--- config.mk ---
export PLATFORM = sky130hd
export DESIGN_NAME = nanorv32
export DESIGN_NICKNAME = d
export VERILOG_FILES = /design/src/verilog/nanorv32_pkg.sv /design/src/verilog/nanorv32.sv /design/src/verilog/nanorv32_ctrl.sv /design/src/verilog/nanorv32_exec.sv /design/src/verilog/nanorv32_pc.sv /design/src/verilog/nanorv32_regfile.sv
export SDC_FILE = /design/constraint.sdc
export NUM_CORES = 2
export LEC_CHECK = 0
export BUFFER_PORTS_ARGS = -buffer_cell sky130_fd_sc_hd__buf_2
export CORE_MARGIN = 1
export CORE_UTILIZATION = 57
export DETAILED_ROUTE_END_ITERATION = 6
export PLACE_DENSITY = 0.79
export SLEW_MARGIN = 10
export SYNTH_ARGS = -nofsm -noshare
export SYNTH_HDL_FRONTEND = slang
export SYNTH_SLANG_ARGS = --single-unit
--- constraint.sdc ---
create_clock -name clk -period 7.7 [get_ports clk]
set_input_delay 0.385 -clock clk [delete_from_list [all_inputs] [get_ports clk]]
set_output_delay 0.385 -clock clk [all_outputs]
set_load 0.02 [all_outputs]
--- src/verilog/nanorv32_pkg.sv ---
/* Encodings shared by the core and the testbench model
   Only the RV32I opcodes executed by the core are listed */
package nanorv32_pkg;

   localparam int DATA_W = 32;    // Data and instruction width

   // Major opcodes, bits 6:0 of the word
   typedef enum logic [6:0] {
      OPC_LUI    = 7'b0110111,
      OPC_OP_IMM = 7'b0010011,
      OPC_OP     = 7'b0110011,
      OPC_LOAD   = 7'b0000011,
      OPC_STORE  = 7'b0100011,
      OPC_BRANCH = 7'b1100011,
      OPC_JAL    = 7'b1101111
   } opcode_t;

   typedef enum logic [2:0] {
      ALU_ADD,
      ALU_SUB,
      ALU_AND,
      ALU_OR,
      ALU_XOR,
      ALU_PASS_B                  // LUI, immediate straight through
   } alu_op_t;

   // One instruction word, viewed in the six base formats
   typedef union packed {
      struct packed {
         logic [6:0] funct7;
         logic [4:0] rs2;
         logic [4:0] rs1;
         logic [2:0] funct3;
         logic [4:0] rd;
         logic [6:0] opcode;
      } r;
      struct packed {
         logic [11:0] imm11_0;
         logic [4:0]  rs1;
         logic [2:0]  funct3;
         logic [4:0]  rd;
         logic [6:0]  opcode;
      } i;
      struct packed {
         logic [6:0] imm11_5;
         logic [4:0] rs2;
         logic [4:0] rs1;
         logic [2:0] funct3;
         logic [4:0] imm4_0;
         logic [6:0] opcode;
      } s;
      struct packed {
         logic       imm12;
         logic [5:0] imm10_5;
         logic [4:0] rs2;
         logic [4:0] rs1;
         logic [2:0] funct3;
         logic [3:0] imm4_1;
         logic       imm11;
         logic [6:0] opcode;
      } b;
      struct packed {
         logic [19:0] imm31_12;
         logic [4:0]  rd;
         logic [6:0]  opcode;
      } u;
      struct packed {
         logic       imm20;
         logic [9:0] imm10_1;
         logic       imm11;
         logic [7:0] imm19_12;
         logic [4:0] rd;
         logic [6:0] opcode;
      } j;
   } instr_u;

endpackage
--- src/verilog/nanorv32.sv ---
/* Multi-cycle RV32I subset core, one instruction in flight
   Addresses are full 32-bit byte addresses, the RAMs use the low bits */
`timescale 1ns/10ps

module nanorv32 (
   input  logic                            clk,
   input  logic                            rst_n,
   input  logic                            run,
   input  logic [nanorv32_pkg::DATA_W-1:0] codemem_cpu_rdata,
   input  logic                            codemem_cpu_ready,
   input  logic [nanorv32_pkg::DATA_W-1:0] datamem_cpu_rdata,
   input  logic                            datamem_cpu_ready,
   output logic [31:0]                     cpu_codemem_addr,
   output logic                            cpu_codemem_valid,
   output logic [31:0]                     cpu_datamem_addr,
   output logic [nanorv32_pkg::DATA_W-1:0] cpu_datamem_wdata,
   output logic [3:0]                      cpu_datamem_bytesel,
   output logic                            cpu_datamem_valid,
   output logic                            is_store,
   output logic                            halted,
   output logic [31:0]                     retired
);
   import nanorv32_pkg::*;

   instr_u            ir;
   opcode_t           opcode;
   logic              ir_load, pc_update, rf_we, wb_from_mem;
   logic              take_target, halt_jump;
   logic [31:0]       pc, target;
   logic [DATA_W-1:0] rs1_val, rs2_val, alu_result, rf_wdata;

   // Cleared so the decode of an idle core shows no store
   always_ff @(posedge clk or negedge rst_n) begin
      if (!rst_n)
         ir <= '0;
      else if (ir_load)
         ir <= codemem_cpu_rdata;
   end

   nanorv32_ctrl u_ctrl (
      .clk(clk), .rst_n(rst_n), .run(run), .opcode(opcode),
      .codemem_cpu_ready(codemem_cpu_ready), .datamem_cpu_ready(datamem_cpu_ready),
      .halt_jump(halt_jump), .cpu_codemem_valid(cpu_codemem_valid),
      .cpu_datamem_valid(cpu_datamem_valid), .ir_load(ir_load), .pc_update(pc_update),
      .rf_we(rf_we), .wb_from_mem(wb_from_mem), .is_store(is_store), .halted(halted)
   );

   nanorv32_pc u_pc (
      .clk(clk), .rst_n(rst_n), .pc_update(pc_update), .take_target(take_target),
      .target(target), .pc(pc), .retired(retired)
   );

   assign rf_wdata = wb_from_mem ? datamem_cpu_rdata : alu_result;  // Load or ALU result

   nanorv32_regfile u_regfile (
      .clk(clk), .rs1(ir.r.rs1), .rs2(ir.r.rs2), .rd(ir.r.rd), .we(rf_we),
      .wdata(rf_wdata), .rdata1(rs1_val), .rdata2(rs2_val)
   );

   nanorv32_exec u_exec (
      .instr(ir), .pc(pc), .rs1_val(rs1_val), .rs2_val(rs2_val),
      .alu_result(alu_result), .take_target(take_target), .target(target),
      .halt_jump(halt_jump), .opcode(opcode), .bytesel(cpu_datamem_bytesel),
      .store_data(cpu_datamem_wdata)
   );

   assign cpu_codemem_addr = pc;
   assign cpu_datamem_addr = alu_result;     // rs1 + offset for LW/SW/SB

endmodule

--- src/verilog/nanorv32_ctrl.sv ---
/* Control FSM, 3 cycles per ALU/branch/jump and 5 per load/store at full ready
   Each low ready cycle in IWAIT or DWAIT adds one; run is only sampled in IDLE */
`timescale 1ns/10ps

module nanorv32_ctrl (
   input  logic                  clk,
   input  logic                  rst_n,
   input  logic                  run,
   input  nanorv32_pkg::opcode_t opcode,
   input  logic                  codemem_cpu_ready,
   input  logic                  datamem_cpu_ready,
   input  logic                  halt_jump,
   output logic                  cpu_codemem_valid,
   output logic                  cpu_datamem_valid,
   output logic                  ir_load,
   output logic                  pc_update,
   output logic                  rf_we,
   output logic                  wb_from_mem,
   output logic                  is_store,
   output logic                  halted
);
   import nanorv32_pkg::*;

   localparam logic [2:0] S_IDLE  = 3'd0;
   localparam logic [2:0] S_FETCH = 3'd1;
   localparam logic [2:0] S_IWAIT = 3'd2;
   localparam logic [2:0] S_EXEC  = 3'd3;
   localparam logic [2:0] S_MEM   = 3'd4;
   localparam logic [2:0] S_DWAIT = 3'd5;
   localparam logic [2:0] S_HALT  = 3'd6;

   logic [2:0] state, state_nxt;
   logic       is_mem, writes_rd;

   assign is_mem    = (opcode == OPC_LOAD) || (opcode == OPC_STORE);
   assign writes_rd = (opcode == OPC_LUI) || (opcode == OPC_OP_IMM) ||
                      (opcode == OPC_OP)  || (opcode == OPC_JAL);

   always_ff @(posedge clk or negedge rst_n) begin
      if (!rst_n)
         state <= S_IDLE;
      else
         state <= state_nxt;
   end

   always_comb begin
      state_nxt         = state;
      cpu_codemem_valid = 1'b0;
      cpu_datamem_valid = 1'b0;
      ir_load           = 1'b0;
      pc_update         = 1'b0;
      rf_we             = 1'b0;
      wb_from_mem       = 1'b0;
      is_store          = 1'b0;
      halted            = 1'b0;
      case (state)
         S_IDLE:  if (run) state_nxt = S_FETCH;
         S_FETCH: begin
            cpu_codemem_valid = 1'b1;            // Address is the pc
            state_nxt         = S_IWAIT;
         end
         S_IWAIT: begin
            cpu_codemem_valid = 1'b1;            // Held until ready
            if (codemem_cpu_ready) begin
               ir_load   = 1'b1;
               state_nxt = S_EXEC;
            end
         end
         S_EXEC: begin
            if (is_mem) begin
               state_nxt = S_MEM;
            end else begin
               // Unknown opcodes just step the pc
               rf_we     = writes_rd;
               pc_update = 1'b1;
               state_nxt = halt_jump ? S_HALT : S_FETCH;
            end
         end
         S_MEM: begin
            cpu_datamem_valid = 1'b1;
            is_store          = (opcode == OPC_STORE);   // Single write cycle
            state_nxt         = S_DWAIT;
         end
         S_DWAIT: begin
            cpu_datamem_valid = 1'b1;
            wb_from_mem       = 1'b1;
            if (datamem_cpu_ready) begin
               rf_we     = (opcode == OPC_LOAD);
               pc_update = 1'b1;
               state_nxt = S_FETCH;
            end
         end
         S_HALT:  halted = 1'b1;                  // Left only by reset
         default: state_nxt = S_IDLE;
      endcase
   end

endmodule

--- src/verilog/nanorv32_exec.sv ---
/* Decode, immediates, ALU, branch decision and store lanes, all combinational
   Only SB and SW stores; byte and halfword loads are not decoded */
`timescale 1ns/10ps

module nanorv32_exec (
   input  nanorv32_pkg::instr_u            instr,
   input  logic [31:0]                     pc,
   input  logic [nanorv32_pkg::DATA_W-1:0] rs1_val,
   input  logic [nanorv32_pkg::DATA_W-1:0] rs2_val,
   output logic [nanorv32_pkg::DATA_W-1:0] alu_result,
   output logic                            take_target,
   output logic [31:0]                     target,
   output logic                            halt_jump,
   output nanorv32_pkg::opcode_t           opcode,
   output logic [3:0]                      bytesel,
   output logic [nanorv32_pkg::DATA_W-1:0] store_data
);
   import nanorv32_pkg::*;

   logic [DATA_W-1:0] imm, op_a, op_b;
   logic [2:0]        funct3;
   alu_op_t           alu_op;
   logic              is_eq;

   assign opcode = opcode_t'(instr.r.opcode);
   assign funct3 = instr.r.funct3;

   // Immediate taken from the member matching the format
   always_comb begin
      case (opcode)
         OPC_LUI:    imm = {instr.u.imm31_12, 12'b0};
         OPC_STORE:  imm = {{20{instr.s.imm11_5[6]}}, instr.s.imm11_5, instr.s.imm4_0};
         OPC_BRANCH: imm = {{19{instr.b.imm12}}, instr.b.imm12, instr.b.imm11,
                            instr.b.imm10_5, instr.b.imm4_1, 1'b0};
         OPC_JAL:    imm = {{11{instr.j.imm20}}, instr.j.imm20, instr.j.imm19_12,
                            instr.j.imm11, instr.j.imm10_1, 1'b0};
         default:    imm = {{20{instr.i.imm11_0[11]}}, instr.i.imm11_0};  // I-type, LW
      endcase
   end

   always_comb begin
      op_a   = rs1_val;
      op_b   = imm;
      alu_op = ALU_ADD;                           // Address calc by default
      case (opcode)
         OPC_LUI:    alu_op = ALU_PASS_B;
         OPC_OP, OPC_OP_IMM: begin
            if (opcode == OPC_OP)
               op_b = rs2_val;
            case (funct3)
               3'b100:  alu_op = ALU_XOR;
               3'b110:  alu_op = ALU_OR;
               3'b111:  alu_op = ALU_AND;
               default: alu_op = (opcode == OPC_OP && instr.r.funct7[5]) ? ALU_SUB : ALU_ADD;
            endcase
         end
         OPC_BRANCH: begin
            op_b   = rs2_val;                      // Compare by subtraction
            alu_op = ALU_SUB;
         end
         OPC_JAL: begin
            op_a = pc;                             // Link value pc + 4
            op_b = 32'd4;
         end
         default: ;
      endcase
   end

   always_comb begin
      case (alu_op)
         ALU_SUB:    alu_result = op_a - op_b;
         ALU_AND:    alu_result = op_a & op_b;
         ALU_OR:     alu_result = op_a | op_b;
         ALU_XOR:    alu_result = op_a ^ op_b;
         ALU_PASS_B: alu_result = op_b;
         default:    alu_result = op_a + op_b;
      endcase
   end

   assign is_eq       = (alu_result == '0);
   // BNE has funct3 bit 0 set
   assign take_target = (opcode == OPC_JAL) ||
                        ((opcode == OPC_BRANCH) && (funct3[0] ? !is_eq : is_eq));
   assign target      = pc + imm;
   assign halt_jump   = (opcode == OPC_JAL) && (imm == '0);   // Jump to itself

   // SB picks one lane from the address, SW all four
   always_comb begin
      bytesel = 4'b0000;
      if (opcode == OPC_STORE)
         bytesel = (funct3 == 3'b000) ? (4'b0001 << alu_result[1:0]) : 4'b1111;
   end
   assign store_data = (funct3 == 3'b000) ? {4{rs2_val[7:0]}} : rs2_val;

endmodule

--- src/verilog/nanorv32_pc.sv ---
/* Program counter, zero after reset, and retired-instruction count
   Both advance only on pc_update */
`timescale 1ns/10ps

module nanorv32_pc (
   input  logic        clk,
   input  logic        rst_n,
   input  logic        pc_update,
   input  logic        take_target,
   input  logic [31:0] target,
   output logic [31:0] pc,
   output logic [31:0] retired
);

   always_ff @(posedge clk or negedge rst_n) begin
      if (!rst_n) begin
         pc      <= 32'h0;
         retired <= 32'h0;
      end else if (pc_update) begin
         pc      <= take_target ? target : pc + 32'd4;   // Branch/jump or next word
         retired <= retired + 32'd1;
      end
   end

endmodule

--- src/verilog/nanorv32_regfile.sv ---
/* 32 x 32 register file, asynchronous reads, write on the clock edge
   x0 reads zero and ignores writes */
`timescale 1ns/10ps

module nanorv32_regfile (
   input  logic                            clk,
   input  logic [4:0]                      rs1,
   input  logic [4:0]                      rs2,
   input  logic [4:0]                      rd,
   input  logic                            we,
   input  logic [nanorv32_pkg::DATA_W-1:0] wdata,
   output logic [nanorv32_pkg::DATA_W-1:0] rdata1,
   output logic [nanorv32_pkg::DATA_W-1:0] rdata2
);
   import nanorv32_pkg::*;

   logic [DATA_W-1:0] regs [0:31];

   always_ff @(posedge clk) begin
      if (we && (rd != 5'd0))
         regs[rd] <= wdata;
   end

   // x0 forced at the read side
   assign rdata1 = (rs1 == 5'd0) ? '0 : regs[rs1];
   assign rdata2 = (rs2 == 5'd0) ? '0 : regs[rs2];

endmodule

=== Yosys cells after proc, flatten, opt, wreduce, memory -nomap -nowiden ===
Memory sizes are Yosys's and may differ from the RTL's.
Index checks and enable logic that the tools add are counted.

* Register bits after elaboration: 99
* Memory bits (writable): 1,024
* Logic and storage cells: 97
* Memories: 1

{| class="wikitable"
|+ Memories
! name !! words !! bits a word !! rd ports !! clocked after memory_dff !! wr ports !! line !! RTL
|-
| u_regfile.regs || 32 || 32 || 2 || 0 || 1 || nanorv32_regfile.sv:17 || <nowiki>logic [DATA_W-1:0] regs [0:31];</nowiki>
|}

* Add/sub/neg operators: 5
* Equal/unequal tests: 24
* Shift-type cells: 1
* Multiplexer cells: 37
* Bitwise gates (word level): 4
* Reductions and logical operators: 21

{| class="wikitable"
|+ Operators by type and width
! cell !! number
|-
| 32-bit 2-to-1 mux || 7
|-
| 32-bit one-hot mux with 5 select lines || 1
|-
| 31-bit one-hot mux with 4 select lines || 1
|-
| 32-bit one-hot mux with 3 select lines || 1
|-
| 32-bit adder || 2
|-
| 32-bit zero test || 2
|-
| 32-bit by 1-bit adder with 32-bit output, second input constant || 1
|-
| 32-bit by 3-bit adder with 32-bit output, second input constant || 1
|-
| 32-bit bitwise AND || 1
|-
| 32-bit bitwise OR || 1
|-
| 32-bit subtractor || 1
|-
| 32-bit bitwise XOR || 1
|-
| 3-bit == test, second input constant || 8
|-
| 7-bit by 6-bit == test with 1-bit output, second input constant || 3
|-
| 3-bit one-hot mux with 7 select lines || 1
|-
| 3-bit one-hot mux with 3 select lines || 2
|-
| 1-bit 2-to-1 mux || 15
|-
| 3-bit 2-to-1 mux || 5
|-
| 7-bit == test, second input constant || 2
|-
| 3-bit by 2-bit == test with 1-bit output, second input constant || 4
|-
| 5-bit zero test || 2
|-
| 4-bit 2-to-1 mux || 2
|-
| 7-bit by 2-bit == test with 1-bit output, second input constant || 1
|-
| 7-bit by 5-bit == test with 1-bit output, second input constant || 1
|-
| 12 further kinds || 26
|}

=== Longest topological paths before layout ===
* Depth after elaboration: 13
* Depth in mapped cells: 37
* Gate-level depth less buffers: 30

=== Cells and area by module ===
Synthesis repeated with hierarchy kept, for this count alone.

* Cells, all modules: 4,237
* Area total of the unflattened synthesis: 61,492.7 um^2

{| class="wikitable"
|+ Modules (own cells, without submodules)
! module !! instances !! cells each !! area each (um^2) !! seq. area each (um^2)
|-
| nanorv32_regfile || 1 || 2,564 || 47,929.7 || 30,749.5
|-
| nanorv32_exec || 1 || 1,188 || 7,955.1 || 0.0
|-
| nanorv32_pc || 1 || 345 || 3,445.8 || 1,601.5
|-
| nanorv32 || 1 || 104 || 1,889.3 || 800.8
|-
| nanorv32_ctrl || 1 || 36 || 272.8 || 75.1
|}

=== Worst setup path before layout ===
No wires, ideal clock.

* Kind: reg2reg
* Start point: reg ir[21] (netlist name)
* End point: reg u_pc.pc[21]
* Library setup time: 0.138 ns
* Data arrival time: 7.880 ns
* Required time: 7.562 ns
* Path slack: -0.318 ns
* Cell stages (with the launch flop): 33
* Buffers on the path: 4
* Clock period less this slack: 8.018 ns
* Cells stage by stage: dfrtp_1 > buf_1 > clkbuf_1 > mux4_2 > a22oi_1 > nand3_1 > nand3_1 > or3b_2 > nor3_1 > nand3_1 > nor3_1 > a21oi_1 > o31ai_1 > a21boi_0 > nand2_1 > xnor2_1 > ha_1 > a21o_1 > a31oi_1 > o211ai_1 > a2111o_1 > o221a_2 > a221o_1 > o21ai_0 > nor3_1 > and4b_1 > nand3b_1 > a221oi_2 > a21oi_4 > buf_12 > buf_12 > mux2i_1 > a22oi_2

* Cells in the longest elaborated chain, start to end: 12
* Elaborated cells on any way between the ends: 19

{| class="wikitable"
|+ Ends and longest elaborated chain
! element !! line !! RTL
|-
| from (decl) || nanorv32.sv:25 || <nowiki>instr_u ir;</nowiki>
|-
| from (signal assigned) || nanorv32.sv:37 || <nowiki>ir <= codemem_cpu_rdata;</nowiki>
|-
| memory read 32 x 32 bit / 5-bit zero test (equally long branches) || n/a ||
|-
| 32-bit 2-to-1 mux || nanorv32_regfile.sv:26 || <nowiki>assign rdata2 = (rs2 == 5'd0) ? '0 : regs[rs2];</nowiki>
|-
| 32-bit 2-to-1 mux || nanorv32_exec.sv:48 || <nowiki>if (opcode == OPC_OP)</nowiki>
|-
| 32-bit one-hot mux with 3 select lines * || nanorv32_exec.sv:45 || <nowiki>case (opcode)</nowiki>
|-
| 32-bit adder, or another cell as far along || nanorv32_exec.sv:76 || <nowiki>default: alu_result = op_a + op_b;</nowiki>
|-
| 32-bit one-hot mux with 5 select lines * || nanorv32_exec.sv:70 || <nowiki>case (alu_op)</nowiki>
|-
| net cpu_datamem_addr[28] || nanorv32.sv:15 || <nowiki>output logic [31:0] cpu_datamem_addr,</nowiki>
|-
| 32-bit zero test * || nanorv32_exec.sv:80 || <nowiki>assign is_eq = (alu_result == '0);</nowiki>
|-
| 1-bit zero test || nanorv32_exec.sv:83 || <nowiki>((opcode == OPC_BRANCH) && (funct3[0] ? !is_eq : is_eq));</nowiki>
|-
| 1-bit 2-to-1 mux * || nanorv32_exec.sv:83 ||
|-
| 1-bit logical AND * || nanorv32_exec.sv:83 ||
|-
| 1-bit logical OR * || nanorv32_exec.sv:82 || <nowiki>assign take_target = (opcode == OPC_JAL) ||</nowiki>
|-
| 32-bit 2-to-1 mux * || nanorv32_pc.sv:20 || <nowiki>pc <= take_target ? target : pc + 32'd4;</nowiki>
|-
| to (signal assigned) || nanorv32_pc.sv:20 ||
|-
| to (decl) || nanorv32_pc.sv:11 || <nowiki>output logic [31:0] pc,</nowiki>
|}

Mark *: on every way through the listed nets, which the timed path passes. The rest lies on a longest branch.
A chain may end at the register's enable or synchronous reset.

=== Worst setup path after layout ===
* Start point: reg ir[21] (netlist name)
* End point: reg u_pc.pc[27]

* Cells in the longest elaborated chain, start to end: 12
* Elaborated cells on any way between the ends: 19

{| class="wikitable"
|+ Ends and longest elaborated chain
! element !! line
|-
| memory read 32 x 32 bit / 5-bit zero test (equally long branches) || n/a
|-
| 32-bit 2-to-1 mux || nanorv32_regfile.sv:26
|-
| 32-bit 2-to-1 mux || nanorv32_exec.sv:48
|-
| 32-bit one-hot mux with 3 select lines || nanorv32_exec.sv:45
|-
| 32-bit adder, or another cell as far along || nanorv32_exec.sv:76
|-
| 32-bit one-hot mux with 5 select lines || nanorv32_exec.sv:70
|-
| 32-bit zero test || nanorv32_exec.sv:80
|-
| 1-bit zero test || nanorv32_exec.sv:83
|-
| 1-bit 2-to-1 mux || nanorv32_exec.sv:83
|-
| 1-bit logical AND || nanorv32_exec.sv:83
|-
| 1-bit logical OR || nanorv32_exec.sv:82
|-
| 32-bit 2-to-1 mux * || nanorv32_pc.sv:20
|}

Mark *: on every way between the ends. The rest lies on a longest branch, timed or not.

==> metrics.md <==
| Metric | Value |
|---|---|
| Global-route wire length before repair | 316000 um |
| Most frequent cells in the layout | 1024 x edfxtp_1, 511 x mux4_2, 426 x buf_4, 217 x nand2_1, 202 x buf_2 |
| Clk sinks | ~1.1k |
| Skew-Pair Late Insertion Delay | approximately 0.76 ns |
| Startpoint Class | flip-flop |
| Reg-to-reg setup timing slack | 0.10 ns |
| Place WS | -0.3771 ns |
| DRC viols | between 100 and 150 |
| CTS tree | built |
| WL/cell | between 30 and 40 um |
| RR Endpoint | u_pc.pc[27] |
| Hold crit path type | in -> reg |
| RSZ-0062 raised after global routing | true |
| YS warnings | 0 |
| Vias in the first global route | 44.55k |
| Height of the die | 328.1 um |
| Initial Util | a little under three fifths |
| Most common cell after layout, fill and taps aside | edfxtp_1 |
| Post-synthesis sequential area ratio | a little over half |
| CP max FO | 9 |
| FMAX | approximately 130 MHz |
| GPL Wtd Cong | slightly above 1 |
| Worst Skew | around 0.042 ns |
| Arrival @ worst endpoint | a little over 8 ns |
| Via density | roughly 7.5 |
| Layout area overhead | 18.35% |
| Starting DRT DRC Count | roughly 8.0k |
| Reg2reg path depth | 32 |
| Nets | ~4.8k |
| Worst Setup Slack, final | 0.1046 ns |
| Status | finished, violations left |
| Worst path slowest cell | dfrtp_4 |
| H-tree lvl count | 3 |
| Full die area | 107600 um^2 |
| Overall global routing resource usage | a little over two fifths |
| Final core occ | between 60% and 70% |
| Worst slew margin | 5.039% |
| Hold Path Depth | 2 |
| Site row count | roughly 120 |
| Mapped cell area | approximately 61000 um^2 |
| Crit end category | flip-flop |
| Post-synth ARST share | under 10% |
| Syn Area/Cell | 15.15 um^2 |
| Min Clock Period, post-route | ~7.6 ns |
| Failing checks | DRC |
| Worst Hold Path EP | ir[25] |
| Hold WS | about 0.042 ns |
| Sum Neg Setup Slack | 0 ns |
| PortBufs | 204 |
| CTS Buf Count | 109 |
| Initial antenna violation count | 16 |
| Slew Limit Fails | 0 |
| CTS Root Cell | clkbuf_16 |
| DPL Wire Length | between 100000 and 150000 um |
| Pre-antenna DRT Iters | 7 |
| Via count | approximately 46k |
| Most frequent CP cell | buf_4 |
| Reg-to-reg startpoint | ir[21] |
| Yosys reg bits | 1123 |
| Synthesized instance count | approximately 4.0k |
| Setup violators final | 0 |
| Worst-path clk slew | ~0.070 ns |
| Required time of the critical path | 8.33 ns |
| Final hold viol count | 0 |
| Share of cells above drive strength 1 | between 30% and 40% |
| Crit Path Category | reg -> reg |
| Period utilization | 98.64% |
| Worst-margin pin slew | roughly 1.4 ns |
| Area of the core | approximately 110000 um^2 |
| Most used DFF post-synth | edfxtp_1 |
| Distinct cells, synth | between 100 and 150 |
| I/O pin count | just over 200 |
| Max Root-Sink Buffers | 3 |
| Chip Width | between 300 and 400 um |
| Min-delay src | codemem_cpu_rdata[25] |
| Slowest stage delay, CP | 0.56 ns |
| DRT Wirelength | about 230000 um |
| Largest net degree at the start of global routing | 67 |
| Max_cap viols | 0 |
| Antenna viol nets, final | 0 |
| Global route overflow | 0 |
| Post-synth EDFFs | between 1k and 1.5k |
## how the worst max path moves through the flow
| stage | depth (start not counted) | start | slack (ns) | endpoint |
|---|---|---|---|---|
| after floorplan | 33 | ir[22] | 0.004 | u_pc.pc[24] |
| after global placement | 30 | ir[20] | -0.29 | u_pc.pc[29] |
| after detailed placement | 33 | ir[20] | -0.38 | u_pc.pc[17] |
| after CTS | 33 | ir[20] | 0.004 | u_pc.pc[29] |
| after global routing | 32 | ir[20] | -0.13 | u_pc.pc[27] |
| final | 32 | ir[21] | 0.10 | u_pc.pc[27] |
## sequential cells by signal (all words and copies together), names as in the netlist
signal	cells
u_ctrl.state	3
ir	32
u_regfile.regs	1024
u_pc.pc	32
u_pc.retired	32
## logic make-up after synthesis
logic type | Yosys count | share of synthesized area [%]
flip-flops | 1123 | 54.82
AND/OR/NAND/NOR | 772 | 6.379
multiplexers | 746 | 23.11
AO/OA/AOI/OAI | 724 | 8.470
buffers and inverters | 402 | 3.024
adder cells (fa/ha/maj) | 131 | 2.729
XOR/XNOR | 101 | 1.460
other | 1 | 0.006187
## worst max-delay path: cells and delay by family (launching register included)
kind                       cells  cell delay (ns)
AOI/OAI and AO/OA             13             3.24
buffers and inverters          8             1.50
and+or+nand+nor                7             1.17
DFF                            1             0.56
adders and majority gates      1             0.44
muxes                          1             0.29
xor gates and xnor gates       2             0.28
## Yosys cell counts, types with 17 or more instances
cell | number | share of area (%)
edfxtp_1 | 1024 | 51
mux4_2 | 509 | 19
nand2_1 | 219 | 1.4
nor2_1 | 170 | 1.1
mux2i_1 | 164 | 2.7
clkbuf_1 | 147 | 0.91
a21oi_1 | 146 | 1.2
ha_1 | 129 | 2.7
inv_1 | 127 | 0.79
dfrtp_1 | 99 | 4.1
o21ai_0 | 87 | 0.72
xnor2_1 | 84 | 1.2
nand3_1 | 77 | 0.64
a22oi_1 | 69 | 0.85
mux2_2 | 66 | 1.2
a21o_1 | 58 | 0.72
buf_1 | 57 | 0.35
nand2b_1 | 48 | 0.50
o22ai_1 | 37 | 0.38
and3_1 | 34 | 0.35
nor3_1 | 34 | 0.28
a211oi_1 | 31 | 0.38
buf_2 | 31 | 0.26
nor2b_1 | 30 | 0.31
a31oi_1 | 29 | 0.30
o221ai_1 | 28 | 0.40
and2_1 | 27 | 0.28
nand4_1 | 27 | 0.28
a22o_1 | 26 | 0.38
o211ai_1 | 21 | 0.26
or3_1 | 20 | 0.21
o21a_1 | 19 | 0.24
buf_6 | 18 | 0.33
xor2_1 | 17 | 0.25
## stage by stage
stage	cell area, um^2	std cells
after floorplan	60730	4031
after global placement	66010	5775
after detailed placement	66010	5775
after CTS	70790	6043
after global routing	71720	6077
final	71730	6082
## repair_timing
action / CTS / global route
hold buffers: 31 / 0
hold endpoints to repair: 74 / 0
setup endpoints to repair: 38 / 38
resized for setup: 60 / 116
gates cloned: 4 / 4
pin swaps: 16 / 76
buffers inserted: 31 / 28
## area by class of cell
type / count / area (um^2)
Fill cell: 6735 / 33690
Sequential cell: 1123 / 33260
Multi-Input combinational cell: 2506 / 26590
Timing Repair Buffer: 723 / 5793
Clock buffer: 122 / 2776
Tap cell: 1391 / 1740
Clock inverter: 80 / 1061
Inverter: 131 / 495.5
Antenna cell: 6 / 15.01
## routing by layer
metal	track usage (%)	wire (um)	up-vias
met5	0	165	-
met4	28.07	19950	24
met3	15.45	37740	1295
met2	62.15	100700	4867
met1	50.79	71730	22210
li1	-	-	17440
Power is left out: the tool's default activity adds up to more than one toggle a clock period on the data nets, which glitch-free logic cannot reach.
